**src/design/stream_cfg_pkg.sv**
```systemverilog
// data-path constants shared by the memory port and the input stream
package stream_cfg_pkg;

  // byte address width of the shared memory port
  parameter int unsigned ADDR_WIDTH = 32;

endpackage

```
**src/design/sink_ctrl_pkg.sv**
```systemverilog
// control-plane types and address-pattern field widths for the stream sink
package sink_ctrl_pkg;

  // sink FSM states
  typedef enum logic [1:0] {
    IDLE    = 2'b00,
    WORKING = 2'b01,
    DRAIN   = 2'b10
  } sink_state_e;

  // stride fields are signed-agnostic byte offsets
  parameter int unsigned STRIDE_WIDTH = 32;

  // line length and total length, in words
  parameter int unsigned LEN_WIDTH = 16;

endpackage

```
**src/design/stream_fifo.sv**
```systemverilog
// circular-buffer valid/ready FIFO with synchronous clear
`timescale 1ns/10ps

module stream_fifo #(
  parameter int unsigned WIDTH = 32,
  parameter int unsigned DEPTH = 2
) (
  input  logic             clk_i,
  input  logic             rst_ni,
  input  logic             clear_i,
  input  logic             push_valid_i,
  input  logic [WIDTH-1:0] push_data_i,
  output logic             push_ready_o,
  output logic             pop_valid_o,
  output logic [WIDTH-1:0] pop_data_o,
  input  logic             pop_ready_i
);

  localparam int unsigned PTR_W = (DEPTH > 1) ? $clog2(DEPTH) : 1;
  localparam int unsigned CNT_W = $clog2(DEPTH + 1);

  logic [WIDTH-1:0] mem_q [DEPTH];
  logic [PTR_W-1:0] wr_ptr_q;
  logic [PTR_W-1:0] rd_ptr_q;
  logic [CNT_W-1:0] count_q;

  logic push;
  logic pop;

  assign push_ready_o = (count_q != CNT_W'(DEPTH));
  assign pop_valid_o  = (count_q != '0);
  assign pop_data_o   = mem_q[rd_ptr_q];

  assign push = push_valid_i & push_ready_o;
  assign pop  = pop_valid_o & pop_ready_i;

  always_ff @(posedge clk_i) begin
    if (push) begin
      mem_q[wr_ptr_q] <= push_data_i;
    end
  end

  always_ff @(posedge clk_i or negedge rst_ni) begin
    if (!rst_ni) begin
      wr_ptr_q <= '0;
      rd_ptr_q <= '0;
      count_q  <= '0;
    end else if (clear_i) begin
      wr_ptr_q <= '0;
      rd_ptr_q <= '0;
      count_q  <= '0;
    end else begin
      if (push) begin
        wr_ptr_q <= (wr_ptr_q == PTR_W'(DEPTH - 1)) ? '0 : wr_ptr_q + PTR_W'(1);
      end
      if (pop) begin
        rd_ptr_q <= (rd_ptr_q == PTR_W'(DEPTH - 1)) ? '0 : rd_ptr_q + PTR_W'(1);
      end
      // occupancy only moves when exactly one side transfers
      if (push && !pop) begin
        count_q <= count_q + CNT_W'(1);
      end else if (pop && !push) begin
        count_q <= count_q - CNT_W'(1);
      end
    end
  end

endmodule

```
**src/design/stream_addressgen.sv**
```systemverilog
// two-dimensional word address generator with a valid/ready address output
`timescale 1ns/10ps

module stream_addressgen import stream_cfg_pkg::*, sink_ctrl_pkg::*; (
  input  logic                    clk_i,
  input  logic                    rst_ni,
  input  logic                    clear_i,
  input  logic                    enable_i,
  input  logic                    start_i,
  input  logic [ADDR_WIDTH-1:0]   base_addr_i,
  input  logic [STRIDE_WIDTH-1:0] word_stride_i,
  input  logic [LEN_WIDTH-1:0]    line_length_i,
  input  logic [STRIDE_WIDTH-1:0] line_stride_i,
  input  logic [LEN_WIDTH-1:0]    tot_len_i,
  input  logic                    addr_ready_i,
  output logic [ADDR_WIDTH-1:0]   addr_o,
  output logic                    addr_valid_o,
  output logic                    done_o
);

  // sampled pattern
  logic [STRIDE_WIDTH-1:0] word_stride_q;
  logic [LEN_WIDTH-1:0]    line_length_q;
  logic [STRIDE_WIDTH-1:0] line_stride_q;
  logic [LEN_WIDTH-1:0]    tot_len_q;

  logic                  active_q;
  logic [LEN_WIDTH-1:0]  word_cnt_q;
  logic [LEN_WIDTH-1:0]  addr_cnt_q;
  logic [ADDR_WIDTH-1:0] line_addr_q;
  logic [ADDR_WIDTH-1:0] addr_q;

  logic                  load;
  logic                  accept;
  logic                  last_addr;
  logic                  line_wrap;
  logic [ADDR_WIDTH-1:0] next_line_addr;
  logic [ADDR_WIDTH-1:0] next_word_addr;

  assign load   = start_i & enable_i;
  assign accept = addr_valid_o & addr_ready_i;

  assign last_addr = (addr_cnt_q == tot_len_q - LEN_WIDTH'(1));
  assign line_wrap = (word_cnt_q == line_length_q - LEN_WIDTH'(1));

  assign next_line_addr = line_addr_q + ADDR_WIDTH'(line_stride_q);
  assign next_word_addr = addr_q + ADDR_WIDTH'(word_stride_q);

  // no address goes out while the generator is disabled
  assign addr_o       = addr_q;
  assign addr_valid_o = active_q & enable_i;
  assign done_o       = accept & last_addr;

  // pattern is captured once per job
  always_ff @(posedge clk_i) begin
    if (load) begin
      word_stride_q <= word_stride_i;
      line_length_q <= line_length_i;
      line_stride_q <= line_stride_i;
      tot_len_q     <= tot_len_i;
    end
  end

  always_ff @(posedge clk_i or negedge rst_ni) begin
    if (!rst_ni) begin
      active_q    <= 1'b0;
      word_cnt_q  <= '0;
      addr_cnt_q  <= '0;
      line_addr_q <= '0;
      addr_q      <= '0;
    end else if (clear_i) begin
      active_q    <= 1'b0;
      word_cnt_q  <= '0;
      addr_cnt_q  <= '0;
      line_addr_q <= '0;
      addr_q      <= '0;
    end else if (load) begin
      // an empty job never raises valid
      active_q    <= (tot_len_i != '0);
      word_cnt_q  <= '0;
      addr_cnt_q  <= '0;
      line_addr_q <= base_addr_i;
      addr_q      <= base_addr_i;
    end else if (accept) begin
      addr_cnt_q <= addr_cnt_q + LEN_WIDTH'(1);
      if (last_addr) begin
        active_q <= 1'b0;
      end
      if (line_wrap) begin
        // jump to the start of the next line
        word_cnt_q  <= '0;
        line_addr_q <= next_line_addr;
        addr_q      <= next_line_addr;
      end else begin
        word_cnt_q <= word_cnt_q + LEN_WIDTH'(1);
        addr_q     <= next_word_addr;
      end
    end
  end

endmodule

```
**src/design/core_sink.sv**
```systemverilog
// stream sink core: FSM, memory write request formation and completion tracking
`timescale 1ns/10ps

module core_sink import stream_cfg_pkg::*, sink_ctrl_pkg::*; #(
  parameter int unsigned DATA_WIDTH      = 32,
  parameter int unsigned TCDM_FIFO_DEPTH = 0,
  parameter int unsigned TRANS_CNT       = 16
) (
  input  logic                    clk_i,
  input  logic                    rst_ni,
  input  logic                    clear_i,
  // control plane
  input  logic                    req_start_i,
  input  logic [ADDR_WIDTH-1:0]   base_addr_i,
  input  logic [STRIDE_WIDTH-1:0] word_stride_i,
  input  logic [LEN_WIDTH-1:0]    line_length_i,
  input  logic [STRIDE_WIDTH-1:0] line_stride_i,
  input  logic [LEN_WIDTH-1:0]    tot_len_i,
  output logic                    ready_start_o,
  output logic                    done_o,
  // input stream
  input  logic                    stream_valid_i,
  input  logic [DATA_WIDTH-1:0]   stream_data_i,
  input  logic [DATA_WIDTH/8-1:0] stream_strb_i,
  output logic                    stream_ready_o,
  // memory port
  output logic                    tcdm_req_o,
  output logic [ADDR_WIDTH-1:0]   tcdm_add_o,
  output logic [DATA_WIDTH-1:0]   tcdm_data_o,
  output logic [DATA_WIDTH/8-1:0] tcdm_be_o,
  input  logic                    tcdm_gnt_i
);

  localparam int unsigned BE_WIDTH   = DATA_WIDTH / 8;
  localparam int unsigned ALIGN_BITS = $clog2(BE_WIDTH);
  localparam int unsigned REQ_WIDTH  = ADDR_WIDTH + DATA_WIDTH + BE_WIDTH;

  sink_state_e cs_q, ns;

  logic addr_gen_en;
  logic addr_gen_clr;
  logic addr_gen_start;
  logic addr_gen_done;

  logic [ADDR_WIDTH-1:0] gen_addr;
  logic                  gen_addr_valid;
  logic                  gen_addr_ready;

  logic [ADDR_WIDTH-1:0] addr_fifo_data;
  logic                  addr_fifo_valid;
  logic                  addr_fifo_pop;

  logic                  pre_req;
  logic [ADDR_WIDTH-1:0] pre_add;
  logic                  pre_gnt;

  logic                 done_d;
  logic                 cnt_clr;
  logic [TRANS_CNT-1:0] cnt_q;

  assign addr_gen_start = req_start_i & (cs_q == IDLE);

  stream_addressgen i_addressgen (
    .clk_i         ( clk_i          ),
    .rst_ni        ( rst_ni         ),
    .clear_i       ( addr_gen_clr   ),
    .enable_i      ( addr_gen_en    ),
    .start_i       ( addr_gen_start ),
    .base_addr_i   ( base_addr_i    ),
    .word_stride_i ( word_stride_i  ),
    .line_length_i ( line_length_i  ),
    .line_stride_i ( line_stride_i  ),
    .tot_len_i     ( tot_len_i      ),
    .addr_ready_i  ( gen_addr_ready ),
    .addr_o        ( gen_addr       ),
    .addr_valid_o  ( gen_addr_valid ),
    .done_o        ( addr_gen_done  )
  );

  stream_fifo #(
    .WIDTH ( ADDR_WIDTH ),
    .DEPTH ( 2          )
  ) i_addr_fifo (
    .clk_i        ( clk_i           ),
    .rst_ni       ( rst_ni          ),
    .clear_i      ( clear_i         ),
    .push_valid_i ( gen_addr_valid  ),
    .push_data_i  ( gen_addr        ),
    .push_ready_o ( gen_addr_ready  ),
    .pop_valid_o  ( addr_fifo_valid ),
    .pop_data_o   ( addr_fifo_data  ),
    .pop_ready_i  ( addr_fifo_pop   )
  );

  // one write per stream word, paired with the oldest pending address
  assign pre_req = (cs_q != IDLE) & stream_valid_i & addr_fifo_valid;
  assign pre_add = {addr_fifo_data[ADDR_WIDTH-1:ALIGN_BITS], {ALIGN_BITS{1'b0}}};

  // held low in idle so nothing is accepted before a job
  assign stream_ready_o = (cs_q != IDLE) & (~stream_valid_i | (pre_gnt & addr_fifo_valid));
  assign addr_fifo_pop  = stream_valid_i & stream_ready_o;

  if (TCDM_FIFO_DEPTH != 0) begin : gen_req_fifo
    logic [REQ_WIDTH-1:0] req_push;
    logic [REQ_WIDTH-1:0] req_pop;

    assign req_push = {pre_add, stream_data_i, stream_strb_i};

    stream_fifo #(
      .WIDTH ( REQ_WIDTH       ),
      .DEPTH ( TCDM_FIFO_DEPTH )
    ) i_req_fifo (
      .clk_i        ( clk_i      ),
      .rst_ni       ( rst_ni     ),
      .clear_i      ( clear_i    ),
      .push_valid_i ( pre_req    ),
      .push_data_i  ( req_push   ),
      .push_ready_o ( pre_gnt    ),
      .pop_valid_o  ( tcdm_req_o ),
      .pop_data_o   ( req_pop    ),
      .pop_ready_i  ( tcdm_gnt_i )
    );

    assign {tcdm_add_o, tcdm_data_o, tcdm_be_o} = req_pop;
  end else begin : gen_no_req_fifo
    assign tcdm_req_o  = pre_req;
    assign tcdm_add_o  = pre_add;
    assign tcdm_data_o = stream_data_i;
    assign tcdm_be_o   = stream_strb_i;
    assign pre_gnt     = tcdm_gnt_i;
  end

  always_ff @(posedge clk_i or negedge rst_ni) begin
    if (!rst_ni) begin
      cs_q <= IDLE;
    end else if (clear_i) begin
      cs_q <= IDLE;
    end else begin
      cs_q <= ns;
    end
  end

  always_comb begin
    ns            = cs_q;
    done_d        = 1'b0;
    ready_start_o = 1'b0;
    addr_gen_en   = 1'b0;
    addr_gen_clr  = clear_i;
    cnt_clr       = 1'b0;
    case (cs_q)
      IDLE: begin
        ready_start_o = 1'b1;
        if (req_start_i) begin
          ns          = WORKING;
          addr_gen_en = 1'b1;
        end
      end
      WORKING: begin
        addr_gen_en = 1'b1;
        if (addr_gen_done) begin
          ns = DRAIN;
        end
      end
      DRAIN: begin
        addr_gen_en = 1'b1;
        // all addresses consumed by stream words
        if (cnt_q == TRANS_CNT'(tot_len_i)) begin
          ns           = IDLE;
          done_d       = 1'b1;
          addr_gen_en  = 1'b0;
          addr_gen_clr = 1'b1;
          cnt_clr      = 1'b1;
        end
      end
      default: begin
        ns = IDLE;
      end
    endcase
  end

  always_ff @(posedge clk_i or negedge rst_ni) begin
    if (!rst_ni) begin
      cnt_q <= '0;
    end else if (clear_i || cnt_clr) begin
      cnt_q <= '0;
    end else if (addr_fifo_valid && addr_fifo_pop) begin
      cnt_q <= cnt_q + TRANS_CNT'(1);
    end
  end

  always_ff @(posedge clk_i or negedge rst_ni) begin
    if (!rst_ni) begin
      done_o <= 1'b0;
    end else if (clear_i) begin
      done_o <= 1'b0;
    end else begin
      done_o <= done_d;
    end
  end

endmodule

```
**src/design/stream_sink_top.sv**
```systemverilog
// top level of the streaming memory write mover
`timescale 1ns/10ps

module stream_sink_top import stream_cfg_pkg::*, sink_ctrl_pkg::*; #(
  parameter int unsigned DATA_WIDTH      = 32,
  parameter int unsigned TCDM_FIFO_DEPTH = 0,
  parameter int unsigned TRANS_CNT       = 16
) (
  input  logic                    clk_i,
  input  logic                    rst_ni,
  input  logic                    clear_i,
  // job control
  input  logic                    req_start_i,
  input  logic [ADDR_WIDTH-1:0]   base_addr_i,
  input  logic [STRIDE_WIDTH-1:0] word_stride_i,
  input  logic [LEN_WIDTH-1:0]    line_length_i,
  input  logic [STRIDE_WIDTH-1:0] line_stride_i,
  input  logic [LEN_WIDTH-1:0]    tot_len_i,
  output logic                    ready_start_o,
  output logic                    done_o,
  // input stream
  input  logic                    stream_valid_i,
  input  logic [DATA_WIDTH-1:0]   stream_data_i,
  input  logic [DATA_WIDTH/8-1:0] stream_strb_i,
  output logic                    stream_ready_o,
  // shared memory write port
  output logic                    tcdm_req_o,
  output logic [ADDR_WIDTH-1:0]   tcdm_add_o,
  output logic [DATA_WIDTH-1:0]   tcdm_data_o,
  output logic [DATA_WIDTH/8-1:0] tcdm_be_o,
  input  logic                    tcdm_gnt_i
);

  core_sink #(
    .DATA_WIDTH      ( DATA_WIDTH      ),
    .TCDM_FIFO_DEPTH ( TCDM_FIFO_DEPTH ),
    .TRANS_CNT       ( TRANS_CNT       )
  ) i_core_sink (
    .clk_i          ( clk_i          ),
    .rst_ni         ( rst_ni         ),
    .clear_i        ( clear_i        ),
    .req_start_i    ( req_start_i    ),
    .base_addr_i    ( base_addr_i    ),
    .word_stride_i  ( word_stride_i  ),
    .line_length_i  ( line_length_i  ),
    .line_stride_i  ( line_stride_i  ),
    .tot_len_i      ( tot_len_i      ),
    .ready_start_o  ( ready_start_o  ),
    .done_o         ( done_o         ),
    .stream_valid_i ( stream_valid_i ),
    .stream_data_i  ( stream_data_i  ),
    .stream_strb_i  ( stream_strb_i  ),
    .stream_ready_o ( stream_ready_o ),
    .tcdm_req_o     ( tcdm_req_o     ),
    .tcdm_add_o     ( tcdm_add_o     ),
    .tcdm_data_o    ( tcdm_data_o    ),
    .tcdm_be_o      ( tcdm_be_o      ),
    .tcdm_gnt_i     ( tcdm_gnt_i     )
  );

endmodule

```
**config.mk**
```make
export PLATFORM = sky130hd
export DESIGN_NAME = stream_sink_top
export DESIGN_NICKNAME = d
export VERILOG_FILES = /design/src/design/stream_cfg_pkg.sv /design/src/design/sink_ctrl_pkg.sv /design/src/design/stream_fifo.sv /design/src/design/stream_addressgen.sv /design/src/design/core_sink.sv /design/src/design/stream_sink_top.sv
export SDC_FILE = /design/constraint.sdc
export NUM_CORES = 1
export LEC_CHECK = 0
export ABC_AREA = 1
export BUFFER_PORTS_ARGS = -buffer_cell sky130_fd_sc_hd__buf_2
export CAP_MARGIN = 10
export CORE_AREA = 2 2 196 198
export CTS_CLUSTER_SIZE = 12
export DETAILED_ROUTE_END_ITERATION = 10
export DIE_AREA = 0 0 198 200
export PLACE_DENSITY_LB_ADDON = 0.08
export SLEW_MARGIN = 25
export SYNTH_ARGS = -nofsm -noshare
export SYNTH_HDL_FRONTEND = slang
export SYNTH_SLANG_ARGS = --single-unit
```
**constraint.sdc**
```tcl
create_clock -name clk_i -period 5.17 [get_ports clk_i]
set_input_delay 0.2585 -clock clk_i [delete_from_list [all_inputs] [get_ports clk_i]]
set_output_delay 0.2585 -clock clk_i [all_outputs]
set_load 0.1 [all_outputs]
```
### Word-level counts from Yosys, hierarchy flattened

Memory sizes are Yosys's and may differ from the RTL's.
Cells that the tools add are included.

* flip-flop bits (word level): 216
* latch bits: 0
* bits in writable memories: 64
* ROM bits: 0
* input port bits: 170
* output and inout port bits: 72
* logic and storage cells: 115
* memories kept: 1

Memory list
* i_core_sink.i_addr_fifo.mem_q: depth 2, bits a word 32, rd ports 1, clocked after memory_dff 0, wr ports 1, line stream_fifo.sv:22 `logic [WIDTH-1:0] mem_q [DEPTH];`

* add/subtract/negate cells: 11
* multiply operators: 0
* divide/modulo/power cells: 0
* magnitude comparators: 0
* equality and inequality tests: 9
* shift operators: 0
* multiplexer cells: 46
* bitwise operators: 13
* reduce and logical (&&, ||, !) cells: 20

Operator list (number)
* 32-bit 2-to-1 mux: 8
* 16-bit 2-to-1 mux: 9
* 32-bit adder: 2
* 16-bit by 1-bit adder with 16-bit output, second input constant: 3
* 16-bit equality test: 3
* 16-bit by 1-bit subtractor with 16-bit output, second input constant: 2
* 1-bit 2-to-1 mux: 20
* 16-bit nonzero test: 1
* 2-bit 2-to-1 mux: 7
* 3-bit nonzero test: 4
* 1-bit AND: 11
* 2-bit nonzero test: 5
* 3-bit by 2-bit != test with 1-bit output, second input constant: 2
* 2-bit case mux with 3 select lines: 1
* 2-bit AND reduction: 2
* 1-bit logical AND: 3
* 3-bit != test, second input constant: 1
* 1-bit case mux with 3 select lines: 1
* 3-bit AND reduction: 1
* 1-bit adder, second input constant: 2
* 2-bit by 1-bit adder with 2-bit output, second input constant: 1
* 2-bit by 1-bit equality test with 1-bit output, second input constant: 1
* 2-bit equality test, second input constant: 1
* 1-bit zero test: 2
* other kinds (6): 6

### Depth between registers and ports, before layout

* depth after elaboration: 10
* mapped depth: 18
* mapped depth without buffers: 18

### Hierarchy

From an unflattened synthesis, not the netlist that was laid out.

* cell total of the unflattened synthesis: 2516
* area, all modules: 18355.1 sq um

Modules (own cells, without submodules)
* stream_addressgen: instances 1, cells each 2045, area each 14041.0 sq um, sequential area each 5310.1 sq um
* stream_fifo: instances 1, cells each 203, area each 2571.2 sq um, sequential area each 2021.9 sq um
* core_sink: instances 1, cells each 268, area each 1742.9 sq um, sequential area each 475.5 sq um

### Worst setup path after synthesis

No wires, ideal clock.

* path type: register to register
* from: reg i_core_sink.cs_q[1]
* to: reg i_core_sink.i_addressgen.addr_cnt_q[7]
* setup time: 124 ps
* arrival: 5424 ps
* data required time: 5046 ps
* slack: -378 ps
* stages on the path, launching flop included: 9
* path buffers: 2
* clock period less this slack: 5548 ps
* cells stage by stage: dfrtp_1 nor2_1 inv_1 nor2_1 buf_2 clkbuf_1 nor3_1 nand2_1 o21ai_1

* cells in the longest elaborated chain, start to end: 5
* elaborated cells on any way between the ends: 12
* classes of those cells: eq/ne: 2; mux: 4; bitwise: 4; reduce/logical: 2

RTL lines
* start, declared: line core_sink.sv:38 `sink_state_e cs_q, ns;`
* start signal, assigned: line core_sink.sv:139 `cs_q <= ns;`
* 2-bit equality test (tied with other cells): line core_sink.sv:150 `case (cs_q)`
* 1-bit case mux with 3 select lines / 1-bit AND (equally long branches): line core_sink.sv:150, core_sink.sv:61
* 1-bit AND *: line stream_addressgen.sv:40 `assign load = start_i & enable_i;`
* named net i_core_sink.i_addressgen.load: line stream_addressgen.sv:33 `logic load;`
* 16-bit 2-to-1 mux: line stream_addressgen.sv:77 `end else if (load) begin`
* 16-bit 2-to-1 mux: line stream_addressgen.sv:71 `end else if (clear_i) begin`
* end signal, assigned: line stream_addressgen.sv:85 `addr_cnt_q <= addr_cnt_q + LEN_WIDTH'(1);`
* end, declared: line stream_addressgen.sv:29 `logic [LEN_WIDTH-1:0] addr_cnt_q;`

Mark *: on every way through the listed nets, which the timed path passes. The rest lies on a longest branch.
A chain may end at the register's enable or synchronous reset.

### Final worst setup path

* from: reg i_core_sink.cnt_q[13]
* to: reg i_core_sink.i_addressgen.addr_q[29], in the netlist i_core_sink.i_addressgen.addr_o[29]

* cells in the longest elaborated chain, start to end: 6
* elaborated cells on any way between the ends: 11
* classes of those cells: eq/ne: 1; mux: 6; bitwise: 3; reduce/logical: 1

RTL lines
* start, declared: line core_sink.sv:59 `logic [TRANS_CNT-1:0] cnt_q;`
* start signal, assigned: line core_sink.sv:187 `cnt_q <= cnt_q + TRANS_CNT'(1);`
* 16-bit equality test *: line core_sink.sv:167 `if (cnt_q == TRANS_CNT'(tot_len_i)) begin`
* 1-bit 2-to-1 mux: line core_sink.sv:167
* 1-bit case mux with 3 select lines: line core_sink.sv:150
* 1-bit AND (on tied branches): line stream_addressgen.sv:51, stream_addressgen.sv:40
* 1-bit AND / 32-bit 2-to-1 mux (equally long branches): line stream_addressgen.sv:41, stream_addressgen.sv:77
* 3-bit nonzero test (no line) / 32-bit 2-to-1 mux (equally long branches)
* end signal, assigned: line stream_addressgen.sv:83 `addr_q <= base_addr_i;`
* end signal, assigned: line stream_addressgen.sv:93 `addr_q <= next_line_addr;`
* end signal, assigned: line stream_addressgen.sv:96 `addr_q <= next_word_addr;`
* end, declared: line stream_addressgen.sv:31 `logic [ADDR_WIDTH-1:0] addr_q;`

Every way passes the cells marked *; elsewhere a longest branch is shown, timed or not.

==> out/qor.txt <==
Worst Hold Launch: base_addr_i[29]
Synth top area cells: edfxtp_1, nand2_1, dfrtp_1, inv_1, nor2_1
Worst Hold End: i_core_sink.i_addressgen.addr_o[29]
Critical Path RT: 5.65 ns
CTS clk-pin slew, worst paths: 0.06 ns
Setup violators final: 0
Initial antenna violation count: 1
Wire per inst: 16.1 um
Most numerous cell in the Yosys netlist: nand2_1
Post-synthesis sequential element count: 276
Mean Syn Cell Area: 7.23 sq um
CTS tree: done
CP top delay family: simple AND/OR/NAND/NOR gates
Vias per cell: 5.06
Worst slew pin tran: 1.01 ns
Layout cell share with drive strength beyond 1: 0.107
Slew Viols, Final: 0
ANT cells: 0
CTS sink cnt: 276
First-pass GRT wire length: 84.5 mm
PostCTS Resize Cnt: 0
Register Area: 7690 sq um
WL met1: 25.7 mm
Status: finished clean
Clock period minus worst slack: 3.42 ns
DRC violations left: 0
IO buf count: 167
Die width: 198 um
R2r setup slk: 1.75 ns
Final hold vios: 0
Hold Crit Depth: 5
Commonest cells post-synth: nand2_1, inv_1, nor2_1
Synth Cell Area: 18500 sq um
Min-Delay Path Class: input pin to flip-flop
RSZ-0062 raised after global routing: no
Register area share after synthesis: 0.414
Met2 WL post-DR: 23.1 mm
I/O Pins: 242
Die Area: 39600 sq um
Gr ovfl total: 0
Crit-path max FO: 70
Core Area: 37400 sq um
Clk buf depth: 3
Worst Setup End Kind: flip-flop
Buf/Inv on CP: 3
Syn Inst Count: 2564
Worst setup margin: 1.75 ns
Peak VDD IR: 0.266 mV
Worst Path Arrival: 3.90 ns
RR Startpoint: i_core_sink.cnt_q[13]
Worst skew pair latency: 0.55 ns
Area delta synth->final: 16.5%
Synth warn: 0
Filler cells: 3533
Worst clock skew: 0.0184 ns
Drt first pass iters: 5
Distinct cells, synth: 47
Crit Path Class: flip-flop to flip-flop
CTS Hold Bufs: 98
Die Y: 200 um
Max Clk Rate: 292 MHz
Worst reg2reg endpoint: i_core_sink.i_addressgen.addr_o[29]
Starting Density: 0.496
Routed Antenna Nets: 0
PwrDens: 387 nW/um^2
Main synth FF type: edfxtp_1
Max stage delay on crit path: 0.63 ns
Setup_tns: 0 ns
Root Driver: clkbuf_16
Top cell type's share of synthesized area: 0.253
MaxCap Viol Count: 0
WL final: 53.5 mm
Top Layer Used: met4
Final net count: 3023
Max-slew headroom: 0.326
P_leak: 10.9 nW
Final GP Congestion: 0.917
Crit path cell chain: inv_2 -> nand2_1 -> a21oi_1 -> nand2_1 -> nor2_1 -> nand3_1 -> nand3_1 -> inv_2 -> nand2_4 -> inv_2 -> a21oi_1 -> nand2_1 -> nand2_1
Synth area leader: edfxtp_1
H-tree depth: 2
Startpoint types: flip-flop
DR iter-0 viols: 1217
Largest net degree at the start of global routing: 75
GRT Overall Usage: 0.276
Fin crit share: 0.662
DP Worst Slack: 1.76 ns
Inserted Clock Buffers: 35
Crit-path slowest cell: nand2_4
Worst reg-to-reg path cell count: 13
Synth async-reset ratio: 0.435
Row Count: 71
Vias: 16811
Number of synthesized flops with an enable pin: 156
Cell mode on critical path: nand2_1
Multi-input logic area: 9050 sq um
HPWL after detailed placement: 40.0 mm
Vias in the first global route: 16136
Setup Fix Bufs, Post-CTS: 0
Met3 WL post-DR: 3.35 mm
-- stage by stage --
stage	hold slack, ns	util	area [sq um]	power, W	std cells
CTS	0.101	0.578	21600	0.00838	3321
global route	0.149	0.578	21600	0.00890	3321
detailed placement	0.239	0.521	19500	0.00588	3160
finish	0.127	0.578	21600	0.00837	3321
global placement	0.238	0.521	19500	0.00586	3160
floorplan	-0.0371	-	18600	0.00518	2565
-- tightest hold or removal path: stages --
cell     delay [ns]
buf_2          0.11
nand2_1        0.08
a21oi_1        0.07
nand2_1        0.06
nand2_1        0.04
-- kinds of logic after synthesis --
kind of cell | after synthesis | synth area share
compound gates | 173 | 0.0498
fa+ha+maj | 69 | 0.0474
flops | 276 | 0.414
buf+inv | 415 | 0.0988
simple gates | 1547 | 0.350
xor+xnor | 83 | 0.0392
other cells | 1 | 0.000202
-- flip-flops by register name (all words and copies together) (netlist names) --
name / cells
i_core_sink.i_addressgen.active_q: 1
i_core_sink.i_addressgen.line_stride_q: 32
i_core_sink.i_addr_fifo.count_q: 2
i_core_sink.cnt_q: 16
i_core_sink.i_addressgen.word_cnt_q: 16
i_core_sink.i_addressgen.addr_cnt_q: 16
i_core_sink.done_o: 1
i_core_sink.i_addr_fifo.mem_q: 60
i_core_sink.i_addr_fifo.wr_ptr_q: 1
i_core_sink.i_addressgen.tot_len_q: 16
i_core_sink.cs_q: 2
i_core_sink.i_addressgen.addr_o: 32
i_core_sink.i_addressgen.line_length_q: 16
i_core_sink.i_addressgen.word_stride_q: 32
i_core_sink.i_addressgen.line_addr_q: 32
i_core_sink.i_addr_fifo.rd_ptr_q: 1
-- how the worst max path moves through the flow --
stage / startpoint / end / slack [ns] / depth (start not counted)
global route: i_core_sink.cnt_q[11] / i_core_sink.i_addressgen.addr_o[29] / 1.38 / 12
detailed placement: i_core_sink.cnt_q[13] / i_core_sink.i_addressgen.addr_o[29] / 1.76 / 13
CTS: i_core_sink.cnt_q[13] / i_core_sink.i_addressgen.addr_o[29] / 1.73 / 13
global placement: i_core_sink.cnt_q[13] / i_core_sink.i_addressgen.addr_o[29] / 1.81 / 13
finish: i_core_sink.cnt_q[13] / i_core_sink.i_addressgen.addr_o[29] / 1.75 / 13
floorplan: i_core_sink.cs_q[1] / i_core_sink.i_addressgen.line_addr_q[7] / 1.14 / 9
-- routing by layer --
metal,GRT usage,vias up
li1,-,8490
met1,0.399,7761
met2,0.431,472
met3,0.0405,88
met4,0.0821,0
met5,0,-
-- where the power goes --
group          total, W  internal (W)  switching [W]
sequential      0.00286       0.00263       0.000232
clock           0.00241       0.00144       0.000970
combinational   0.00310      0.000959        0.00214
total           0.00837       0.00503        0.00334
-- cell type report --
type,instances,area share
inverters,322,0.0559
clock buffers,48,0.0475
flip-flops and latches,276,0.356
clock inverters,15,0.00509
multi-input cells,1874,0.419
repair buffers,275,0.0876
well taps,511,0.0296
-- cell usage in the layout, fill, tap and decap left out, types with 4 or more instances in the layout --
cell type / netlist / final
xnor2_1: 32 / 32
o21a_1: 4 / 4
nor2_1: 232 / 229
nand3b_1: 27 / 27
nand2_2: 35 / 35
dfrtp_1: 120 / 120
dlygate4sd3_1: 0 / 98
buf_4: 45 / 11
and2_1: 18 / 18
clkinv_2: 0 / 6
nand3_1: 148 / 148
or2_2: 4 / 4
edfxtp_1: 156 / 156
clkinvlp_4: 0 / 4
o21ai_0: 44 / 44
a21oi_1: 73 / 73
nor2_4: 5 / 6
nand2_1: 999 / 999
clkbuf_8: 0 / 6
nand2_4: 4 / 4
buf_2: 22 / 166
inv_2: 7 / 9
clkinv_1: 1 / 4
nand4_1: 25 / 25
nor4_1: 7 / 7
clkbuf_16: 0 / 37
nor2_2: 4 / 6
nor3_1: 30 / 30
xor2_1: 51 / 51
ha_1: 67 / 67
clkbuf_1: 12 / 5
o21bai_1: 12 / 12
o21ai_1: 33 / 33
inv_1: 314 / 312
No activity file was read; power rests on OpenSTA's default activity.
